--- config.mk ---
export PLATFORM = sky130hd
export DESIGN_NAME = port_arbiter
export DESIGN_NICKNAME = d
export VERILOG_FILES = /design/src/source/mem_tile_pkg.sv /design/src/source/port_arbiter.sv
export VERILOG_INCLUDE_DIRS = /design/src /design/src/source
export SDC_FILE = /design/constraint.sdc
export NUM_CORES = 1
export LEC_CHECK = 0
export BUFFER_PORTS_ARGS = -buffer_cell sky130_fd_sc_hd__buf_4
export CORE_AREA = 2 2 175 177
export CTS_CLUSTER_DIAMETER = 40
export DETAILED_ROUTE_END_ITERATION = 7
export DIE_AREA = 0 0 177 179
export GPL_ROUTABILITY_DRIVEN = 1
export MAX_ROUTING_LAYER = met4
export SLEW_MARGIN = 20
export SYNTH_ARGS = -nofsm -noshare
export SYNTH_HDL_FRONTEND = slang
export SYNTH_SLANG_ARGS = --single-unit
--- constraint.sdc ---
create_clock -name clk_i -period 4.3 [get_ports clk_i]
set_clock_uncertainty 0.1 [all_clocks]
set_input_delay 0.86 -clock clk_i [delete_from_list [all_inputs] [get_ports clk_i]]
set_output_delay 0.86 -clock clk_i [all_outputs]
set_load 0.03 [all_outputs]
--- src/source/mem_tile_params.svh ---
/*
 * Global widths and bank geometry of the memory tile
 * Address field offsets used to slice the SRAM address
 */

`ifndef MEM_TILE_PARAMS_SVH
`define MEM_TILE_PARAMS_SVH

// Byte address and port widths
`define MT_ADDR_W            12
`define MT_WIDE_DATA_W       64
`define MT_NARROW_DATA_W     32

////////////////////////////////////////////////////////////
// Bank geometry
////////////////////////////////////////////////////////////

// Two 32-bit columns make up one wide word
`define MT_BANKS_PER_WORD    2
`define MT_BANK_ROWS         2
`define MT_MACRO_WORDS       256
`define MT_BANK_DATA_W       32

// Address fields
// Bits [2:0] are the byte offset inside a wide word
`define MT_MACRO_ADDR_OFFSET 3
`define MT_MACRO_SEL_OFFSET  11
`define MT_LANE_BIT          2

`endif

--- src/source/mem_tile_pkg.sv ---
/*
 * Shared vector types of the memory tile
 * Priority encoding of the port arbiter
 */

`include "mem_tile_params.svh"

package mem_tile_pkg;

  // Request fields
  typedef logic [`MT_ADDR_W-1:0]          tile_addr_t;
  typedef logic [`MT_WIDE_DATA_W-1:0]     wide_data_t;
  typedef logic [`MT_WIDE_DATA_W/8-1:0]   wide_strb_t;
  typedef logic [`MT_NARROW_DATA_W-1:0]   narrow_data_t;
  typedef logic [`MT_NARROW_DATA_W/8-1:0] narrow_strb_t;

  ////////////////////////////////////////////////////////////
  // SRAM side
  ////////////////////////////////////////////////////////////

  // One bank column
  typedef logic [`MT_BANK_DATA_W-1:0]     bank_data_t;
  typedef logic [`MT_BANK_DATA_W/8-1:0]   bank_strb_t;

  // Word index inside one macro, and macro row index
  typedef logic [$clog2(`MT_MACRO_WORDS)-1:0] macro_addr_t;
  typedef logic [$clog2(`MT_BANK_ROWS)-1:0]   macro_sel_t;

  // Port that wins the next contested cycle
  typedef enum logic {
    PRIO_NARROW = 1'b0,
    PRIO_WIDE   = 1'b1
  } arb_prio_e;

endpackage

--- src/source/port_arbiter.sv ---
/*
 * port_arbiter: round-robin grant between the narrow and wide requesters
 * Drives the shared SRAM request and steers responses back
 */

`timescale 1ns/1ps

module port_arbiter
  import mem_tile_pkg::*;
(
  input  logic       clk_i,
  input  logic       reset_i,
  // Narrow side (already upsized)
  input  logic       a_req_i,
  input  logic       a_we_i,
  input  tile_addr_t a_addr_i,
  input  wide_data_t a_wdata_i,
  input  wide_strb_t a_be_i,
  output logic       a_gnt_o,
  output logic       a_rvalid_o,
  output wide_data_t a_rdata_o,
  // Wide side
  input  logic       b_req_i,
  input  logic       b_we_i,
  input  tile_addr_t b_addr_i,
  input  wide_data_t b_wdata_i,
  input  wide_strb_t b_be_i,
  output logic       b_gnt_o,
  output logic       b_rvalid_o,
  output wide_data_t b_rdata_o,
  // Shared memory request
  output logic       mem_req_o,
  output logic       mem_we_o,
  output tile_addr_t mem_addr_o,
  output wide_data_t mem_wdata_o,
  output wide_strb_t mem_be_o,
  input  wide_data_t mem_rdata_i
);

  arb_prio_e prio_q;
  logic      contested;
  logic      resp_valid_q;
  logic      resp_wide_q;

  ////////////////////////////////////////////////////////////
  // Grant
  ////////////////////////////////////////////////////////////

  assign contested = a_req_i && b_req_i;

  // A lone requester always wins, otherwise the priority decides
  assign a_gnt_o = a_req_i && (!b_req_i || (prio_q == PRIO_NARROW));
  assign b_gnt_o = b_req_i && (!a_req_i || (prio_q == PRIO_WIDE));

  // Priority only moves on after a contested cycle
  always_ff @(posedge clk_i) begin
    if (reset_i) begin
      prio_q <= PRIO_NARROW;
    end else if (contested) begin
      prio_q <= (prio_q == PRIO_NARROW) ? PRIO_WIDE : PRIO_NARROW;
    end
  end

  // Winner's fields onto the memory side
  assign mem_req_o   = a_gnt_o || b_gnt_o;
  assign mem_we_o    = b_gnt_o ? b_we_i    : a_we_i;
  assign mem_addr_o  = b_gnt_o ? b_addr_i  : a_addr_i;
  assign mem_wdata_o = b_gnt_o ? b_wdata_i : a_wdata_i;
  assign mem_be_o    = b_gnt_o ? b_be_i    : a_be_i;

  ////////////////////////////////////////////////////////////
  // Response routing
  ////////////////////////////////////////////////////////////

  always_ff @(posedge clk_i) begin
    if (reset_i) begin
      resp_valid_q <= 1'b0;
      resp_wide_q  <= 1'b0;
    end else begin
      resp_valid_q <= mem_req_o;
      resp_wide_q  <= b_gnt_o;
    end
  end

  assign a_rvalid_o = resp_valid_q && !resp_wide_q;
  assign b_rvalid_o = resp_valid_q && resp_wide_q;
  assign a_rdata_o  = a_rvalid_o ? mem_rdata_i : '0;
  assign b_rdata_o  = b_rvalid_o ? mem_rdata_i : '0;

  // Only one port may own the memory in a cycle
  assert property (@(posedge clk_i) disable iff (reset_i)
    !(a_gnt_o && b_gnt_o))
    else $error("Both ports granted in the same cycle");

endmodule

==> results of run 1 <==
[stage by stage]
step / hold slack (ps) / cell area [um^2]
final: 496 / 6050
after CTS: 497 / 6050
after global routing: 546 / 6050
after floorplan: 461 / 2170
after detailed placement: 490 / 5970
after global placement: 496 / 5950
[sequential cells by signal (all words and copies together), names as in the netlist]
signal,cells
prio_q,1
resp_wide_q,1
resp_valid_q,1
[worst max path at each step]
| stage | cells past startpoint | end | slack (ps) |
|---|---|---|---|
| 2_1_floorplan | 5 | mem_be_o[0] | 1590 |
| 4_1_cts | 6 | mem_wdata_o[20] | 1120 |
| 3_3_place_gp | 6 | mem_wdata_o[20] | 1130 |
| 3_5_place_dp | 6 | mem_wdata_o[20] | 1120 |
| 5_1_grt | 6 | mem_wdata_o[20] | 1060 |
| 6_report | 6 | mem_wdata_o[20] | 1120 |
[power groups by stage]
stage | Sequential (mW) | Clock (mW) | Combinational (mW)
final | 0.0327 | 0.147 | 0.807
after global routing | 0.0330 | 0.155 | 0.848
after CTS | 0.0329 | 0.150 | 0.816
after detailed placement | 0.0332 | 0 | 0.815
after global placement | 0.0332 | 0 | 0.808
after floorplan | 0.0319 | 0 | 0.434
[layer usage]
metal / share of wire / wire [um] / vias up
met5: 0 / 0 / -
met4: 0 / 0 / 0
met3: 0.12 / 1800 / 0
met2: 0.55 / 8480 / 263
met1: 0.34 / 5240 / 1632
li1: - / - / 1763
[placed cells by master, fill, tap and decap left out, types with 2 or more instances in the layout]
master     instances
buf_4            457
dfxtp_2            2
buf_12             2
mux2_4            28
nor2_1             2
mux2_2            57
clkbuf_16          3
and3_1            64
and2_1            65
[cell families after synthesis]
group / count (synthesis)
muxes: 85
AOI/OAI and AO/OA: 2
and+or+nand+nor: 135
buffers and inverters: 32
DFF: 3
xor gates and xnor gates: 1
[critical path, cell delays in order]
cell and delay [ps]:
buf_4 100, inv_2 40, o21ai_4 150, buf_12 410, mux2_2 420, buf_4 170
[layout make-up]
| class | instances | area share |
|---|---|---|
| clock buffer | 4 | 0.0130 |
| tap | 396 | 0.0819 |
| inverter | 2 | 0.00124 |
| sequential | 3 | 0.0103 |
| multi-input combinational | 223 | 0.320 |
| timing repair buffer | 459 | 0.573 |
==> key figures, run 1 <==
Timing
  – Slew @ Worst Pin: ~550 ps
  – Achievable frequency: between 0.3 and 0.4 GHz
  – RSZ-0062 raised after global routing: no
  – Setup TNS: 0 ps
  – Final setup viols: 0
  – Final WS setup: roughly 1100 ps
  – Fin crit share: 0.739
  – Final Critical Period: 3180 ps
  – Fin. Hold Viols: 0
  – Slew HR: 0.635
  – Slew Viols, Final: 0

GRT
  – Vias in the first global route: about 3,400
  – GRT busiest layer: met2
  – GR Util All Layers: 0.0831
  – Met2 usage: 0.165
  – Met3 Track Usage GR: 0.0225
  – Global Route met1 Usage: 0.0849
  – First-pass GRT wire length: about 19,000 um
  – Initial antenna violation count: 0
  – Grt total ovfl: 0
  – Largest net degree at the start of global routing: slightly below 90

Clock network
  – CTS Sinks: 3
  – Clk root buf: clkbuf_16
  – Clock-pin slew on the worst setup and hold paths: around 30 ps
  – Clk_lat worst skew: approximately 220 ps
  – Clock Path Buffers: 2
  – Post-CTS setup buffers: 0
  – H-tree lvl count: 1
  – Post_cts resized: 0
  – Quantity of hold-fixing buffers added after cts: 0
  – TritonCTS clock tree: done
  – CTS buffer count: 3

Die
  – Row Count: 64
  – # IOs: 456
  – Die area: ~32,000 um^2
  – Initial Util: 0.0722
  – Die Width: approximately 180 um
  – Core ar.: about 30,000 um^2
  – Vert. Die Dim: ~180 um

Synthesis
  – Synth Area in Simple Gates: 0.386
  – Mapped Cells: ~260
  – Main combinational cell family by area after synthesis: multiplexers
  – Adder-Cell Fraction of Synth Area: 0
  – Post-Synthesis Net Count: around 500
  – Synth top area share: 0.296
  – Post-synth top area cell: mux2_2
  – Sequential element share of the synthesized area: 0.0277
  – Post-synth top cells: and2_1, and3_1, mux2_2
  – Post-synth EDFFs: 0
  – Xor/xnor share of the synthesized area: 0.00404
  – Mux contribution to synthesized area: 0.490
  – Ranking of synthesized cells by area: mux2_2, mux2_4, and2_1
  – Async SR Flop Fraction: 0
  – Complex-gate fraction of the synthesized area: 0.00982
  – Synthesized flop and latch total: 3
  – Syn avg cell area: about 8.4 um^2
  – Synth cell types: 19
  – Dominant synthesized flop cell: dfxtp_1
  – Yosys warnings: 0
  – Top-count cell post-synth: and2_1
  – Mapped Area: about 2200 um^2

Final layout
  – Share of cells above drive strength 1: 0.800
  – Area grow syn2layout: 179%
  – Diode count: 0
  – Layout Cells excl Fill: 1,087
  – Util after Layout: 0.202
  – Net count, final: slightly above 900
  – Area of the multi-input gates: 1940 um^2
  – Register Area: about 63 um^2
  – Fillcell total: 3,365

Worst setup path
  – Startpoint types: input port
  – Worst setup EP type: output port
  – Data required, critical path: 3340 ps
  – Cells on worst reg2reg path: 2
  – Crit path from: a_req_i
  – Worst reg2reg setup slack: about 3500 ps
  – FF-to-FF Start: prio_q
  – Worst-path maximum fanout: 86
  – Setup CP Type: input port to output port
  – Data arrival, critical path: 2220 ps
  – RR Endpoint: prio_q

Pwr
  – Switching power: about 450 uW
  – Final Power: slightly below 1 mW
  – Combinational share of power: 0.818
  – LEAKAGE: between 3 and 4 nW
  – Clock Power Share: 0.149
  – Pint: roughly 540 uW
  – Pwr dens: roughly 160 nW/um^2
  – Sw frac: 0.452
  – Sequential Power Share: 0.033
  – Peak VDD IR: approximately 0.00019 V

Place
  – Placed Cells: 1,083
  – Worst slack, placed: roughly 1100 ps
  – Port Buffers: approximately 460
  – RD Place Congestion: 0.879
  – HPWL Detailed: around 14,000 um

Outcome
  – Status: complete, no violations

Detailed routing
  – WL per Instance: ~14 um
  – Final ANT Viol Nets: 0
  – 1st-iter DRT viols: ~130
  – Final WL: between 15,000 and 20,000 um
  – DR vias/cell: around 3.4
  – Detailed Routing Iterations Pass 1: 4
  – DRC Markers: 0
  – Via count: 3,658

Hold path
  – Hold EP: prio_q
  – Hold Path Class: flop to flop
  – Hold Crit Start: prio_q
  – WHS Path Cells: 2

Job
  – Max-cap violation count: 0
(Power assumes the default switching activity.)
==> inputs of run 2 (changes only) <==
--- a/config.mk
+++ b/config.mk
@@ -7,10 +7,10 @@
 export NUM_CORES = 1
 export LEC_CHECK = 0
 export BUFFER_PORTS_ARGS = -buffer_cell sky130_fd_sc_hd__buf_4
-export CORE_AREA = 2 2 175 177
+export CORE_AREA = 2 2 177 179
 export CTS_CLUSTER_DIAMETER = 40
 export DETAILED_ROUTE_END_ITERATION = 7
-export DIE_AREA = 0 0 177 179
+export DIE_AREA = 0 0 179 181
 export GPL_ROUTABILITY_DRIVEN = 1
 export MAX_ROUTING_LAYER = met4
 export SLEW_MARGIN = 20
==> constraint.sdc (replaced) <==
create_clock -name clk_i -period 3.1 [get_ports clk_i]
set_clock_uncertainty 0.1 [all_clocks]
set_input_delay 0.62 -clock clk_i [delete_from_list [all_inputs] [get_ports clk_i]]
set_output_delay 0.62 -clock clk_i [all_outputs]
set_load 0.03 [all_outputs]
==> run 2 against run 1 <==
Effect of this change:
- hold slack got worse by 16 ps
- critical path depth unchanged
- flip-flop and latch count stayed put
- utilization down 0.12 points
- die area grew 2.3%
- total power grew 42%
- first-iteration DRC count fell by 17%
- clock power grew 41%
- routed wire length grew 17%
- count of clock-buffer cells in the layout stayed put
- non-clock buffer count up 1
- cell area up 0.45%
- critical path type unchanged
- largest cell class unchanged
- highest routed layer is now met4
==> key figures, run 2 (same netlist as run 1, synthesis figures left out) <==
Worst setup path
  – WP buf/inv: 4
  – Cells on worst reg2reg path: 3
  – Worst-path maximum fanout: 50
  – Worst reg2reg setup slack: around 1900 ps
  – Crit path largest cell delay: between 300 and 400 ps
  – Slowest cell on the critical path: mux2_2
  – Crit-path cells: buf_4 > inv_2 > o21ai_4 > buf_12 > mux2_2 > buf_4
  – Setup CP Type: input port to output port
  – Worst setup EP type: output port
  – Data required, critical path: ~2400 ps
  – RR Endpoint: resp_wide_q
  – Startpoint types: input port
  – CP most frequent cell: buf_4
  – Data arrival, critical path: a little under 2000 ps
  – FF-to-FF Start: prio_q
  – CP Depth: 6
  – CP delay by family, top: buffers and inverters

Detailed routing
  – Final ANT Viol Nets: 0
  – 1st-iter DRT viols: approximately 110
  – Via count: 3,662
  – WL per Instance: 16.7 um
  – DR vias/cell: between 3 and 4
  – DRC Markers: 0
  – Detailed Routing Iterations Pass 1: 4
  – Final WL: between 15,000 and 20,000 um

Clock network
  – Clk root buf: clkbuf_16
  – Clk_lat worst skew: roughly 230 ps
  – Post_cts resized: 0
  – Clock-pin slew on the worst setup and hold paths: 30 ps
  – Quantity of hold-fixing buffers added after cts: 0
  – TritonCTS clock tree: done
  – CTS buffer count: 3
  – H-tree lvl count: 1
  – CTS Sinks: 3
  – Post-CTS setup buffers: 0
  – Clock Path Buffers: 2

Final layout
  – Commonest non-fill, non-tap cells in the layout: buf_4, and2_1, and3_1
  – Commonest non-fill, non-tap cell in the layout: buf_4
  – Top Registers: prio_q x1, resp_valid_q x1, resp_wide_q x1
  – Net count, final: between 900 and 1,000
  – Share of cells above drive strength 1: 0.801
  – Area grow syn2layout: 181%
  – Diode count: 0
  – Fin area: just over 6000 um^2

Timing
  – Fin. Hold Viols: 0
  – Final Critical Period: roughly 2700 ps
  – RSZ-0062 raised after global routing: no
  – Slew @ Worst Pin: a little under 700 ps
  – Achievable frequency: ~0.37 GHz
  – Hold slack: 481 ps
  – Final setup viols: 0
  – Fin crit share: 0.862
  – Setup TNS: 0 ps
  – Slew HR: 0.549
  – Final WS setup: 427 ps
  – Slew Viols, Final: 0

Place
  – Area after DPL: ~6000 um^2
  – HPWL Detailed: between 15,000 and 20,000 um
  – Port Buffers: between 400 and 500
  – RD Place Congestion: a little under 0.9
  – Worst slack, placed: ~440 ps

Die
  – Die area: ~32,000 um^2
  – Vert. Die Dim: between 150 and 200 um
  – Core ar.: around 30,000 um^2
  – Initial Util: 0.0714
  – Row Count: 64
  – # IOs: 456
  – Die Width: 179 um

Outcome
  – Status: complete, no violations

Job
  – Max-cap violation count: 0

GRT
  – Grt total ovfl: 0
  – First-pass GRT wire length: about 24,000 um
  – Largest net degree at the start of global routing: 66
  – GR Util All Layers: 0.105
  – Vias in the first global route: between 3,000 and 4,000
  – Initial antenna violation count: 2

Hold path
  – Hold Crit Start: reset_i
  – WHS Path Cells: 2
  – Hold EP: resp_valid_q
  – Hold Path Class: input port to flop

Pwr
  – LEAKAGE: about 3.4 nW
  – Peak VDD IR: approximately 0.00016 V
  – Pwr dens: approximately 230 nW/um^2
run 2: cell count changes in the layout (fill, tap and decap cells not counted), sizes merged:
cell and delta:
buf +1
run 2: worst max path at each step:
stage / startpoint / slack (ps) / end
final: a_req_i / 430 / mem_wdata_o[11]
after global routing: a_req_i / 380 / mem_wdata_o[2]
after CTS: a_req_i / 440 / mem_wdata_o[9]
after detailed placement: a_req_i / 440 / mem_wdata_o[9]
after global placement: a_req_i / 470 / mem_wdata_o[5]
after floorplan: a_req_i / 870 / mem_be_o[0]
run 2: per-stage QoR:
step	std cells	utilization	total power, mW
floorplan	258	-	0.646
global placement	1083	0.197	1.20
detailed placement	1084	0.198	1.21
CTS	1088	0.200	1.43
global route	1088	0.200	1.48
finish	1088	0.200	1.41
run 2: area by class of cell:
| class | count | area, um^2 |
|---|---|---|
| Multi-Input combinational cell | 223 | 1940 |
| Tap cell | 396 | 495 |
| Timing Repair Buffer | 460 | 3500 |
| Fill cell | 3359 | 24300 |
| Clock buffer | 4 | 78.8 |
| Sequential cell | 3 | 62.6 |
| Inverter | 2 | 7.51 |
run 2: where the power goes:
| part | total [mW] | switching [mW] | internal [mW] |
|---|---|---|---|
| clock | 0.208 | 0.0376 | 0.170 |
| sequential | 0.0447 | 0.00281 | 0.0419 |
| combinational | 1.15 | 0.609 | 0.544 |
run 2: metal layers:
layer  vias up  wire length, um  track usage
li1       1766                -            -
met1      1614             6400        0.109
met2       270             9840        0.204
met3        12             1740       0.0200
met4         0              202       0.0192
met5         -                0            -
