### src/source/mem_tile_params.svh
/*
 * Global widths and bank geometry of the memory tile
 * Address field offsets used to slice the SRAM address
 */

`ifndef MEM_TILE_PARAMS_SVH
`define MEM_TILE_PARAMS_SVH

// Byte address and port widths
`define MT_ADDR_W            12
`define MT_WIDE_DATA_W       64
`define MT_NARROW_DATA_W     32

////////////////////////////////////////////////////////////
// Bank geometry
////////////////////////////////////////////////////////////

// Two 32-bit columns make up one wide word
`define MT_BANKS_PER_WORD    2
`define MT_BANK_ROWS         2
`define MT_MACRO_WORDS       256
`define MT_BANK_DATA_W       32

// Address fields
// Bits [2:0] are the byte offset inside a wide word
`define MT_MACRO_ADDR_OFFSET 3
`define MT_MACRO_SEL_OFFSET  11
`define MT_LANE_BIT          2

`endif

### src/source/mem_tile_pkg.sv
/*
 * Shared vector types of the memory tile
 * Priority encoding of the port arbiter
 */

`include "mem_tile_params.svh"

package mem_tile_pkg;

  // Request fields
  typedef logic [`MT_ADDR_W-1:0]          tile_addr_t;
  typedef logic [`MT_WIDE_DATA_W-1:0]     wide_data_t;
  typedef logic [`MT_WIDE_DATA_W/8-1:0]   wide_strb_t;
  typedef logic [`MT_NARROW_DATA_W-1:0]   narrow_data_t;
  typedef logic [`MT_NARROW_DATA_W/8-1:0] narrow_strb_t;

  ////////////////////////////////////////////////////////////
  // SRAM side
  ////////////////////////////////////////////////////////////

  // One bank column
  typedef logic [`MT_BANK_DATA_W-1:0]     bank_data_t;
  typedef logic [`MT_BANK_DATA_W/8-1:0]   bank_strb_t;

  // Word index inside one macro, and macro row index
  typedef logic [$clog2(`MT_MACRO_WORDS)-1:0] macro_addr_t;
  typedef logic [$clog2(`MT_BANK_ROWS)-1:0]   macro_sel_t;

  // Port that wins the next contested cycle
  typedef enum logic {
    PRIO_NARROW = 1'b0,
    PRIO_WIDE   = 1'b1
  } arb_prio_e;

endpackage

### src/source/narrow_upsizer.sv
/*
 * narrow_upsizer: places a 32-bit request on one lane of the wide bus
 * and returns the matching half of the wide read data
 */

`timescale 1ns/1ps

`include "mem_tile_params.svh"

module narrow_upsizer
  import mem_tile_pkg::*;
(
  input  logic         clk_i,
  input  logic         reset_i,
  // Narrow requester
  input  logic         n_req_i,
  input  logic         n_we_i,
  input  tile_addr_t   n_addr_i,
  input  narrow_data_t n_wdata_i,
  input  narrow_strb_t n_be_i,
  output logic         n_gnt_o,
  output logic         n_rvalid_o,
  output narrow_data_t n_rdata_o,
  // Wide-format request towards the arbiter
  output logic         up_req_o,
  output logic         up_we_o,
  output tile_addr_t   up_addr_o,
  output wide_data_t   up_wdata_o,
  output wide_strb_t   up_be_o,
  input  logic         up_gnt_i,
  input  logic         up_rvalid_i,
  input  wide_data_t   up_rdata_i
);

  logic lane;
  logic lane_q;

  assign lane = n_addr_i[`MT_LANE_BIT];

  // Request direction is purely combinational
  assign up_req_o  = n_req_i;
  assign up_we_o   = n_we_i;
  assign up_addr_o = {n_addr_i[`MT_ADDR_W-1:`MT_MACRO_ADDR_OFFSET],
                      {`MT_MACRO_ADDR_OFFSET{1'b0}}};

  // Unused lane gets zero data and no enables
  assign up_wdata_o = lane ? {n_wdata_i, narrow_data_t'('0)} : {narrow_data_t'('0), n_wdata_i};
  assign up_be_o    = lane ? {n_be_i, narrow_strb_t'('0)} : {narrow_strb_t'('0), n_be_i};

  assign n_gnt_o    = up_gnt_i;
  assign n_rvalid_o = up_rvalid_i;

  // Remember the lane until the response comes back
  always_ff @(posedge clk_i) begin
    if (reset_i) begin
      lane_q <= 1'b0;
    end else if (n_req_i && up_gnt_i) begin
      lane_q <= lane;
    end
  end

  assign n_rdata_o = lane_q ? up_rdata_i[`MT_WIDE_DATA_W-1:`MT_NARROW_DATA_W]
                            : up_rdata_i[`MT_NARROW_DATA_W-1:0];

  // Narrow accesses must not straddle a 32-bit word
  assert property (@(posedge clk_i) disable iff (reset_i)
    n_req_i |-> (n_addr_i[1:0] == 2'b00))
    else $error("Narrow request not 4-byte aligned: %h", n_addr_i);

endmodule

### config.mk
export PLATFORM = sky130hd
export DESIGN_NAME = narrow_upsizer
export DESIGN_NICKNAME = d
export VERILOG_FILES = /design/src/source/mem_tile_pkg.sv /design/src/source/narrow_upsizer.sv
export VERILOG_INCLUDE_DIRS = /design/src /design/src/source
export SDC_FILE = /design/constraint.sdc
export NUM_CORES = 1
export LEC_CHECK = 0
export ABC_CLOCK_PERIOD_IN_PS = 900
export BUFFER_PORTS_ARGS = -buffer_cell sky130_fd_sc_hd__buf_2
export CAP_MARGIN = 5
export CORE_AREA = 2 2 92 94
export CTS_BUF_LIST = sky130_fd_sc_hd__clkbuf_4 sky130_fd_sc_hd__clkbuf_8 sky130_fd_sc_hd__clkbuf_16
export CTS_CLUSTER_DIAMETER = 50
export DETAILED_ROUTE_END_ITERATION = 8
export DIE_AREA = 0 0 94 96
export PLACE_DENSITY_LB_ADDON = 0.05
export SLEW_MARGIN = 5
export SYNTH_ARGS = -nofsm -noshare
export SYNTH_HDL_FRONTEND = slang
export SYNTH_SLANG_ARGS = --single-unit
### constraint.sdc
create_clock -name clk_i -period 0.9 [get_ports clk_i]
set_input_delay 0 -clock clk_i [delete_from_list [all_inputs] [get_ports clk_i]]
set_output_delay 0 -clock clk_i [all_outputs]
set_load 0.005 [all_outputs]
==> results.tsv, run 1 <==
metric	value	unit
status	finished with violations	
violations	setup timing	
layout_min_cycle_time	977	ps
largest-register	lane_q	
path_class	reg -> out	
synth_ff_type	dfxtp_1	
clk-insertion-delay-late	0	ps
first_global_vias	1377	
cap_violations	0	
holdBufCountCts	0	
cp.arrival	980	ps
clk_pin_slew	0	ps
wl	4910	µm
critPathMaxFanout	11	
nNetsFinal	446	
top_usage_layer	met2	
min_period_over_period	109	%
grt_use_met3	1.72	%
max_freq	1020	MHz
critPathCaptureType	output pin	
dp_hpwl	4250	µm
yosys_warnings	0	
ys_types	15	
grt_use_met2	18.6	%
post_cts_buffers	0	
min_path_type	in -> out	
dr.pass1.iters	4	
place_congestion	0.660	
finalSetupTns	-2340	ps
drv_slew	0	
synth_common_cells	36 x and2_1, 36 x nor2b_1, 30 x mux2_4	
initial_core_util	14.9	%
syn2layout_area_growth	106	%
grt_pass1_wl	6380	µm
port_buffers	210	
largest_register_ffs	1	
fin_util	30.8	%
reg2reg_slack	-80	ps
wl_per_cell	11.4	µm
yosysTopAreaCell	mux2_4	
netlist_area	1200	µm²
die_w	94	µm
ir_worst_vdd	200	µV
timing.final.ws_setup	-76.6	ps
skew	0	ps
antenna_found_initial	0	
top_regs	lane_q x1	
ant_nets	0	
rr_worst_depth	3	
cp.required	900	ps
p_leak	1.43	nW
grt_setup_unrepaired	yes	
coreArea	8050	µm²
grt_max_degree	43	
grt_overflow_total	0	
boundaryPins	238	
vias	1625	
drc	0	
n_antenna_cell	0	
synth_edf_count	0	
fp.dieArea	9020	µm²
synthDominantCellAreaShare	37.5	%
crit_start	lane_q	
async_flop_share	0	%
power_density	467	nW/µm²
worstSetupEndpoint	n_rdata_o[8]	
die_h	96	µm
cp-start-kind	register	
track_usage	8.67	%
use_met1	9.09	%
ys_ff_latch	1	
hold_viol	0	
worst_hold_slack	0.00201	ps
total_power	1.16	mW
avgSynthCellArea	8.77	µm²
rr_startpoint	lane_q	
r2r_end	lane_q	
synth_seq_area_share	1.67	%
netlist_top_cells_area	mux2_4 38%, and2_1 19%, nor2b_1 19%	
num_rows	33	
first_iter_violations	14	
finalSetupViolCount	33	
syn_inst	137	
viasPerCell	3.77	
drive_gt1_share	76.7	%
## how the worst min path moves through the flow
stage                startpoint           end  slack, ps  cells after the start
floorplan               reset_i        lane_q         70                      1
global placement    n_addr_i[4]  up_addr_o[4]       0.03                      0
detailed placement  n_addr_i[4]  up_addr_o[4]       0.03                      0
CTS                 n_addr_i[4]  up_addr_o[4]       0.03                      0
global route             n_we_i       up_we_o      0.009                      0
finish                   n_we_i       up_we_o      0.002                      0
## area by class of cell
cell class / count / area (µm²)
well taps: 105 / 131
multi-input cells: 110 / 966
fillers: 864 / 5570
flip-flops and latches: 1 / 23.8
repair buffers: 215 / 1360
## metal layers
layer / vias up / wire length [µm]
met5: - / 0
met4: 0 / 0
met3: 0 / 606
met2: 129 / 2640
met1: 699 / 1660
li1: 797 / -
## power breakdown
| group | switching [mW] | total [mW] | internal, mW |
|---|---|---|---|
| Sequential | 0.00566 | 0.0516 | 0.0459 |
| Combinational | 0.375 | 1.11 | 0.733 |
| Clock | 0 | 0 | 0 |
## kinds of logic (layout without fill, tap and decap cells)
logic type             after synthesis  after routing  share of synthesized area, %
multiplexers                        32             32                          39.4
buffers and inverters               28            215                          19.5
other                                1              3                         0.312
flip-flops                           1              1                          1.67
AND/OR/NAND/NOR                     73             73                          37.9
AO/OA/AOI/OAI                        2              2                          1.25
## through the flow
step | area (µm²) | worst slack (ps) | std cells
floorplan | 1210 | 26.8 | 139
global placement | 2240 | -117 | 430
detailed placement | 2240 | -120 | 430
CTS | 2420 | -84.1 | 431
global route | 2480 | -123 | 431
finish | 2480 | -76.6 | 431
## worst max-delay path: stages, from the launching register on
cell	delay (ps)
dfxtp_4	380
buf_12	160
mux2_4	310
buf_6	120
## cell usage in the layout, fill, tap and decap left out
cell type / Yosys / final
nor2b_1: 36 / 36
dfxtp_4: 0 / 1
buf_12: 3 / 4
conb_1: 1 / 3
a21bo_2: 1 / 1
nand3_1: 1 / 1
mux2_4: 30 / 32
buf_16: 0 / 1
buf_2: 6 / 178
and2_1: 36 / 36
buf_6: 1 / 32
a21oi_2: 0 / 1
## what timing repair did
| action | in CTS | in global routing |
|---|---|---|
| gates cloned | 1 | 0 |
| pin swaps | 0 | 0 |
| endpoints found under the hold margin | 0 | 0 |
| gates resized for setup | 27 | 10 |
| endpoints found under the setup margin | 33 | 33 |
(Power assumes the default switching activity.)
==> run 2, diff against run 1 <==
- ABC_AREA: not set -> 1
- CORE_AREA: 2 2 92 94 -> 2 2 91 93
- DIE_AREA: 0 0 94 96 -> 0 0 93 95
==> run 2 against run 1 <==
- the run now ends clean
- clock skew did not move
- synthesized cell count rose by 100%
- critical path depth up 2
- setup slack better by 120 ps
- sequential power is 0.8% lower
- hold slack hardly changed
- final area shrank 8.2%
- largest cell class unchanged
==> results.tsv, run 2 <==
metric	value	unit	change
min_path_type	in -> out		unchanged
first_iter_violations	28		was 14
status	complete, no violations		was finished with violations
cp.required	900	ps	about the same
power_switching	0.498	mW	was 0.380 mW
ys_ff_latch	1		unchanged
die_w	93	µm	was 94 µm
netlist_top_cells_area	nand2_1 35%, inv_1 21%, nor2_1 11%		was mux2_4 38%, and2_1 19%, nor2b_1 19%
cpMaxStageDelayCell	dfxtp_2		was dfxtp_4
antenna_found_initial	0		unchanged
max_freq	1170	MHz	was 1020 MHz
viasPerCell	3.59		was 3.77
drv_slew	0		unchanged
clk-insertion-delay-late	0	ps	about the same
p_leak	1.88	nW	was 1.43 nW
cp-start-kind	register		unchanged
ant_nets	0		unchanged
wl_per_cell	8.95	µm	was 11.4 µm
syn2layout_area_growth	75.7	%	was 106%
cp.arrival	860	ps	was 980 ps
power_density	471	nW/µm²	was 467 nW/µm²
vias	2058		was 1625
path_class	reg -> out		unchanged
largest-register	lane_q		unchanged
avgSynthCellArea	4.63	µm²	was 8.77 µm²
drc	0		unchanged
synth.most_common_cell	nand2_1		
num_rows	33		unchanged
grt_pass1_wl	6950	µm	was 6380 µm
layout_commonest_cell	buf_2		unchanged
hold_viol	0		unchanged
grt_setup_unrepaired	yes		unchanged
p_int	0.574	mW	was 0.778 mW
swShare	46.5	%	was 32.8%
track_usage	9.41	%	was 8.67%
seqPwrFrac	4.8	%	was 4.5%
timing.final.ws_setup	43.8	ps	was -76.6 ps
dp_hpwl	4440	µm	was 4250 µm
ys_types	11		was 15
post_cts_buffers	0		unchanged
yosysTopAreaCell	nand2_1		was mux2_4
critPathMaxFanout	11		unchanged
initial_core_util	16.4	%	was 14.9%
port_buffers	210		unchanged
ir_worst_vdd	141	µV	was 200 µV
pre_cts_ws	-14.2	ps	was -120 ps
rr_startpoint	lane_q		unchanged
synthDominantCellAreaShare	35.3	%	was 37.5%
synth_edf_count	0		unchanged
n_antenna_cell	0		unchanged
top_regs	lane_q x1		unchanged
async_flop_share	0	%	unchanged
synth_common_cells	122 x nand2_1, 73 x inv_1, 38 x nor2_1		was 36 x and2_1, 36 x nor2b_1, 30 x mux2_4
slowest_delay	320	ps	was 380 ps
wl	5130	µm	was 4910 µm
die_h	95	µm	was 96 µm
synth_seq_area_share	1.54	%	was 1.67%
crit_start	lane_q		unchanged
syn_inst	280		was 137
boundaryPins	238		unchanged
dr.pass1.iters	4		unchanged
nNetsFinal	588		was 446
layout_common_cells	210 x buf_2, 122 x nand2_1, 73 x inv_1		was 178 x buf_2, 36 x and2_1, 36 x nor2b_1
coreArea	7930	µm²	was 8050 µm²
holdBufCountCts	0		unchanged
path_cells	buf_12, buf_4, nand2_1, nand2_1, buf_2		was buf_12, mux2_4, buf_6
skew	0	ps	unchanged
critPathMostFrequentCell	nand2_1		
drive_gt1_share	49.6	%	was 76.7%
power_frac_comb	95.2	%	was 95.5%
synth_ff_type	dfxtp_1		unchanged
first_global_vias	1593		was 1377
min_period_over_period	95.1	%	was 109%
layout_min_cycle_time	856	ps	was 977 ps
fp.dieArea	8840	µm²	was 9020 µm²
netlist_area	1300	µm²	was 1200 µm²
finalSetupTns	0	ps	was -2340 ps
cap_violations	0		unchanged
fin_util	28.7	%	was 30.8%
hold_path.startpoint	up_rvalid_i		was n_we_i
fillers	942		was 864
clk_pin_slew	0	ps	about the same
worst_hold_slack	0.00201	ps	about the same
p_clk_share	0	%	about the same
finalSetupViolCount	0		was 33
grt_overflow_total	0		unchanged
cts_resized	1		was 27
critPathCaptureType	output pin		unchanged
place_congestion	0.774		was 0.660
largest_register_ffs	1		unchanged
grt_max_degree	41		was 43
yosys_warnings	0		unchanged
[run 2: cell types whose count changed in the layout (fill, tap and decap cells not counted), sizes merged, moves of 2 or more]
cell	before	now
inv	0	74
mux2	32	0
nor2b	36	0
buf	215	217
and2	36	0
nand2	0	135
nor2	0	38
[run 2: critical path: cells and delay by family (launching register included)]
kind / cells / cell delay (ps)
buffers and inverters: 3 / 400
flip-flops: 1 / 320
AND/OR/NAND/NOR: 2 / 130
[run 2: area by class of cell]
| type | count | area (µm²) | share of cell area, % |
|---|---|---|---|
| flip-flops and latches | 1 | 21.3 | 0.934 |
| multi-input cells | 176 | 693 | 30.4 |
| repair buffers | 217 | 1140 | 50.1 |
| well taps | 105 | 131 | 5.77 |
| inverters | 74 | 290 | 12.7 |
[run 2: final timing paths]
check / endpoint / slack (ps) / cells past startpoint
setup / recovery: n_rdata_o[29] / 40 / 5
hold / removal: n_rvalid_o / 0.002 / 0
setup reg to reg: lane_q / 50 / 5
hold reg to reg: lane_q / 730 / 5
[run 2: logic make-up (layout without fill, tap and decap cells)]
family        count (synthesis)  after routing  share of synthesized area, %
flops                         1              1                          1.54
buf+inv                     105            291                          45.6
other cells                   1              3                         0.289
simple gates                173            173                          52.6
[run 2: power groups by stage]
stage,Clock [mW],Combinational (mW),Sequential [mW]
after floorplan,0,0.548,0.0494
after global placement,0,1.04,0.0506
after detailed placement,0,1.04,0.0507
after CTS,0,1.04,0.0507
after global routing,0,1.16,0.0516
final,0,1.02,0.0512
[run 2: stage by stage]
stage	area (µm²)	std cells	power, mW
4_1_cts	2280	573	1.09
5_1_grt	2280	573	1.21
3_3_place_gp	2270	573	1.09
2_1_floorplan	1300	282	0.597
3_5_place_dp	2270	573	1.09
6_report	2280	573	1.07
[run 2: metal layers]
layer  up-vias  track usage, %  wire, µm
li1       1108               -         -
met1       807            9.25      1730
met2       129            19.6      2650
met3        14            2.15       611
met4         0            2.33       135
met5         -               0         0
==> run 3, diff against run 2 <==
- CTS_CLUSTER_SIZE: not set -> 16
- RECOVER_POWER: not set -> 25
- SETUP_SLACK_MARGIN: not set -> 0.15
==> run 3 against run 2 <==
- hold slack unchanged
- largest cell class unchanged
- wire length increased by 4.4%
- register-to-register slack improved by 40 ps
- global-route usage increased by 0.50 points
- via count increased by 0.87%
- final area increased by 3.1%
- clock skew unchanged
==> results.tsv, run 3 (synthesized netlist as in run 2, its figures left out) <==
metric	value	unit	change
cpMaxStageDelayCell	dfxtp_2		unchanged
grt_setup_unrepaired	yes		unchanged
min_path_type	in -> out		unchanged
dp_hpwl	4440	µm	unchanged
p_int	0.599	mW	was 0.574 mW
critPathMostFrequentCell	nand2_1		unchanged
cp.required	900	ps	about the same
finalSetupViolCount	0		unchanged
grt_pass1_wl	7250	µm	was 6950 µm
final_cell_area	2350	µm²	was 2280 µm²
layout_min_cycle_time	851	ps	was 856 ps
power_density	481	nW/µm²	was 471 nW/µm²
ir_worst_vdd	139	µV	was 141 µV
max_freq	1170	MHz	about the same
num_rows	33		unchanged
n_antenna_cell	0		unchanged
placed_area	2270	µm²	unchanged
largest-register	lane_q		unchanged
seqPwrFrac	4.5	%	was 4.8%
drv_slew	0		unchanged
path_cells	buf_12, buf_8, nand2_1, nand2_1, buf_2		was buf_12, buf_4, nand2_1, nand2_1, buf_2
clk_pin_slew	0	ps	about the same
hold_viol	0		unchanged
ant_nets	0		unchanged
die_w	93	µm	unchanged
power_switching	0.529	mW	was 0.498 mW
fin_cells	575		was 573
die_h	95	µm	unchanged
drc	0		unchanged
p_leak	1.87	nW	was 1.88 nW
fp.dieArea	8840	µm²	unchanged
viasPerCell	3.61		was 3.59
crit_family	buffers and inverters		unchanged
critPathCaptureType	output pin		unchanged
layout_commonest_cell	buf_2		unchanged
cp-start-kind	register		unchanged
syn2layout_area_growth	81.1	%	was 75.7%
fin_util	29.6	%	was 28.7%
slowest_delay	320	ps	about the same
coreArea	7930	µm²	unchanged
critPathMaxFanout	11		unchanged
wl	5360	µm	was 5130 µm
cp_num_buf_inv	3		unchanged
port_buffers	210		unchanged
skew	0	ps	unchanged
vias	2076		was 2058
path_class	reg -> out		unchanged
largest_register_ffs	1		unchanged
holdBufCountCts	0		unchanged
antenna_found_initial	0		unchanged
drive_gt1_share	49.4	%	was 49.6%
cp.arrival	850	ps	was 860 ps
track_usage	9.91	%	was 9.41%
min_period_over_period	94.6	%	was 95.1%
first_iter_violations	27		was 28
total_power	1.13	mW	was 1.07 mW
dp.cells	573		unchanged
layout_common_cells	195 x buf_2, 112 x nand2_1, 73 x inv_1		was 210 x buf_2, 122 x nand2_1, 73 x inv_1
grt_max_degree	41		unchanged
initial_core_util	16.4	%	unchanged
clk-insertion-delay-late	0	ps	about the same
p_clk_share	0	%	about the same
cap_violations	0		unchanged
power_frac_comb	95.5	%	was 95.2%
wl_per_cell	9.32	µm	was 8.95 µm
place_congestion	0.774		unchanged
status	complete, no violations		unchanged
boundaryPins	238		unchanged
grt_overflow_total	0		unchanged
nNetsFinal	590		was 588
swShare	46.9	%	was 46.5%
dr.pass1.iters	4		unchanged
first_global_vias	1634		was 1593
top_regs	lane_q x1		unchanged
run 3: changes by cell type in the layout (fill, tap and decap cells not counted), sizes merged:
cell	before	now
clkbuf	0	15
buf	217	203
inv	74	75
run 3: per-stage QoR:
stage                     hold slack (ps)  setup WS [ps]  TNS (ps)
after detailed placement           0.0346          -14.2     -14.2
after floorplan                      66.9            189         0
final                             0.00201           48.7         0
after global routing              0.00987           9.97         0
after global placement             0.0346          -27.6     -27.6
after CTS                          0.0346           47.3         0
run 3: path summary, 6_finish.rpt:
path,startpoint,end,slack [ps],depth (start not counted)
setup / recovery,lane_q,n_rdata_o[29],50,5
hold / removal,up_rvalid_i,n_rvalid_o,0.002,0
setup reg to reg,lane_q,lane_q,90,5
hold reg to reg,lane_q,lane_q,730,5
run 3: cell type report:
cell class	count	area (µm²)
flip-flops and latches	1	21.3
inverters	74	294
well taps	105	131
multi-input cells	176	723
fillers	952	5580
repair inverters	1	8.76
repair buffers	218	1170
run 3: power by group through the flow:
stage	Clock (mW)	Sequential [mW]	Combinational (mW)
5_1_grt	0	0.0516	1.22
3_5_place_dp	0	0.0507	1.04
3_3_place_gp	0	0.0506	1.04
4_1_cts	0	0.0513	1.09
2_1_floorplan	0	0.0494	0.548
6_report	0	0.0512	1.08
run 3: repair_timing:
action / CTS / global route
gates cloned: 2 / 0
setup buffers: 0 / 0
endpoints found under the setup margin: 34 / 33
gates resized for setup: 13 / 7
pin swaps: 2 / 5
run 3: routing by layer:
layer | track usage (%) | wire length (µm) | vias up | part of all wire, %
met5 | 0 | 0 | - | 0
met4 | 2.57 | 135 | 0 | 2.5
met3 | 2.15 | 583 | 14 | 11
met2 | 20.9 | 2830 | 129 | 53
met1 | 9.53 | 1810 | 820 | 34
li1 | - | - | 1113 | -
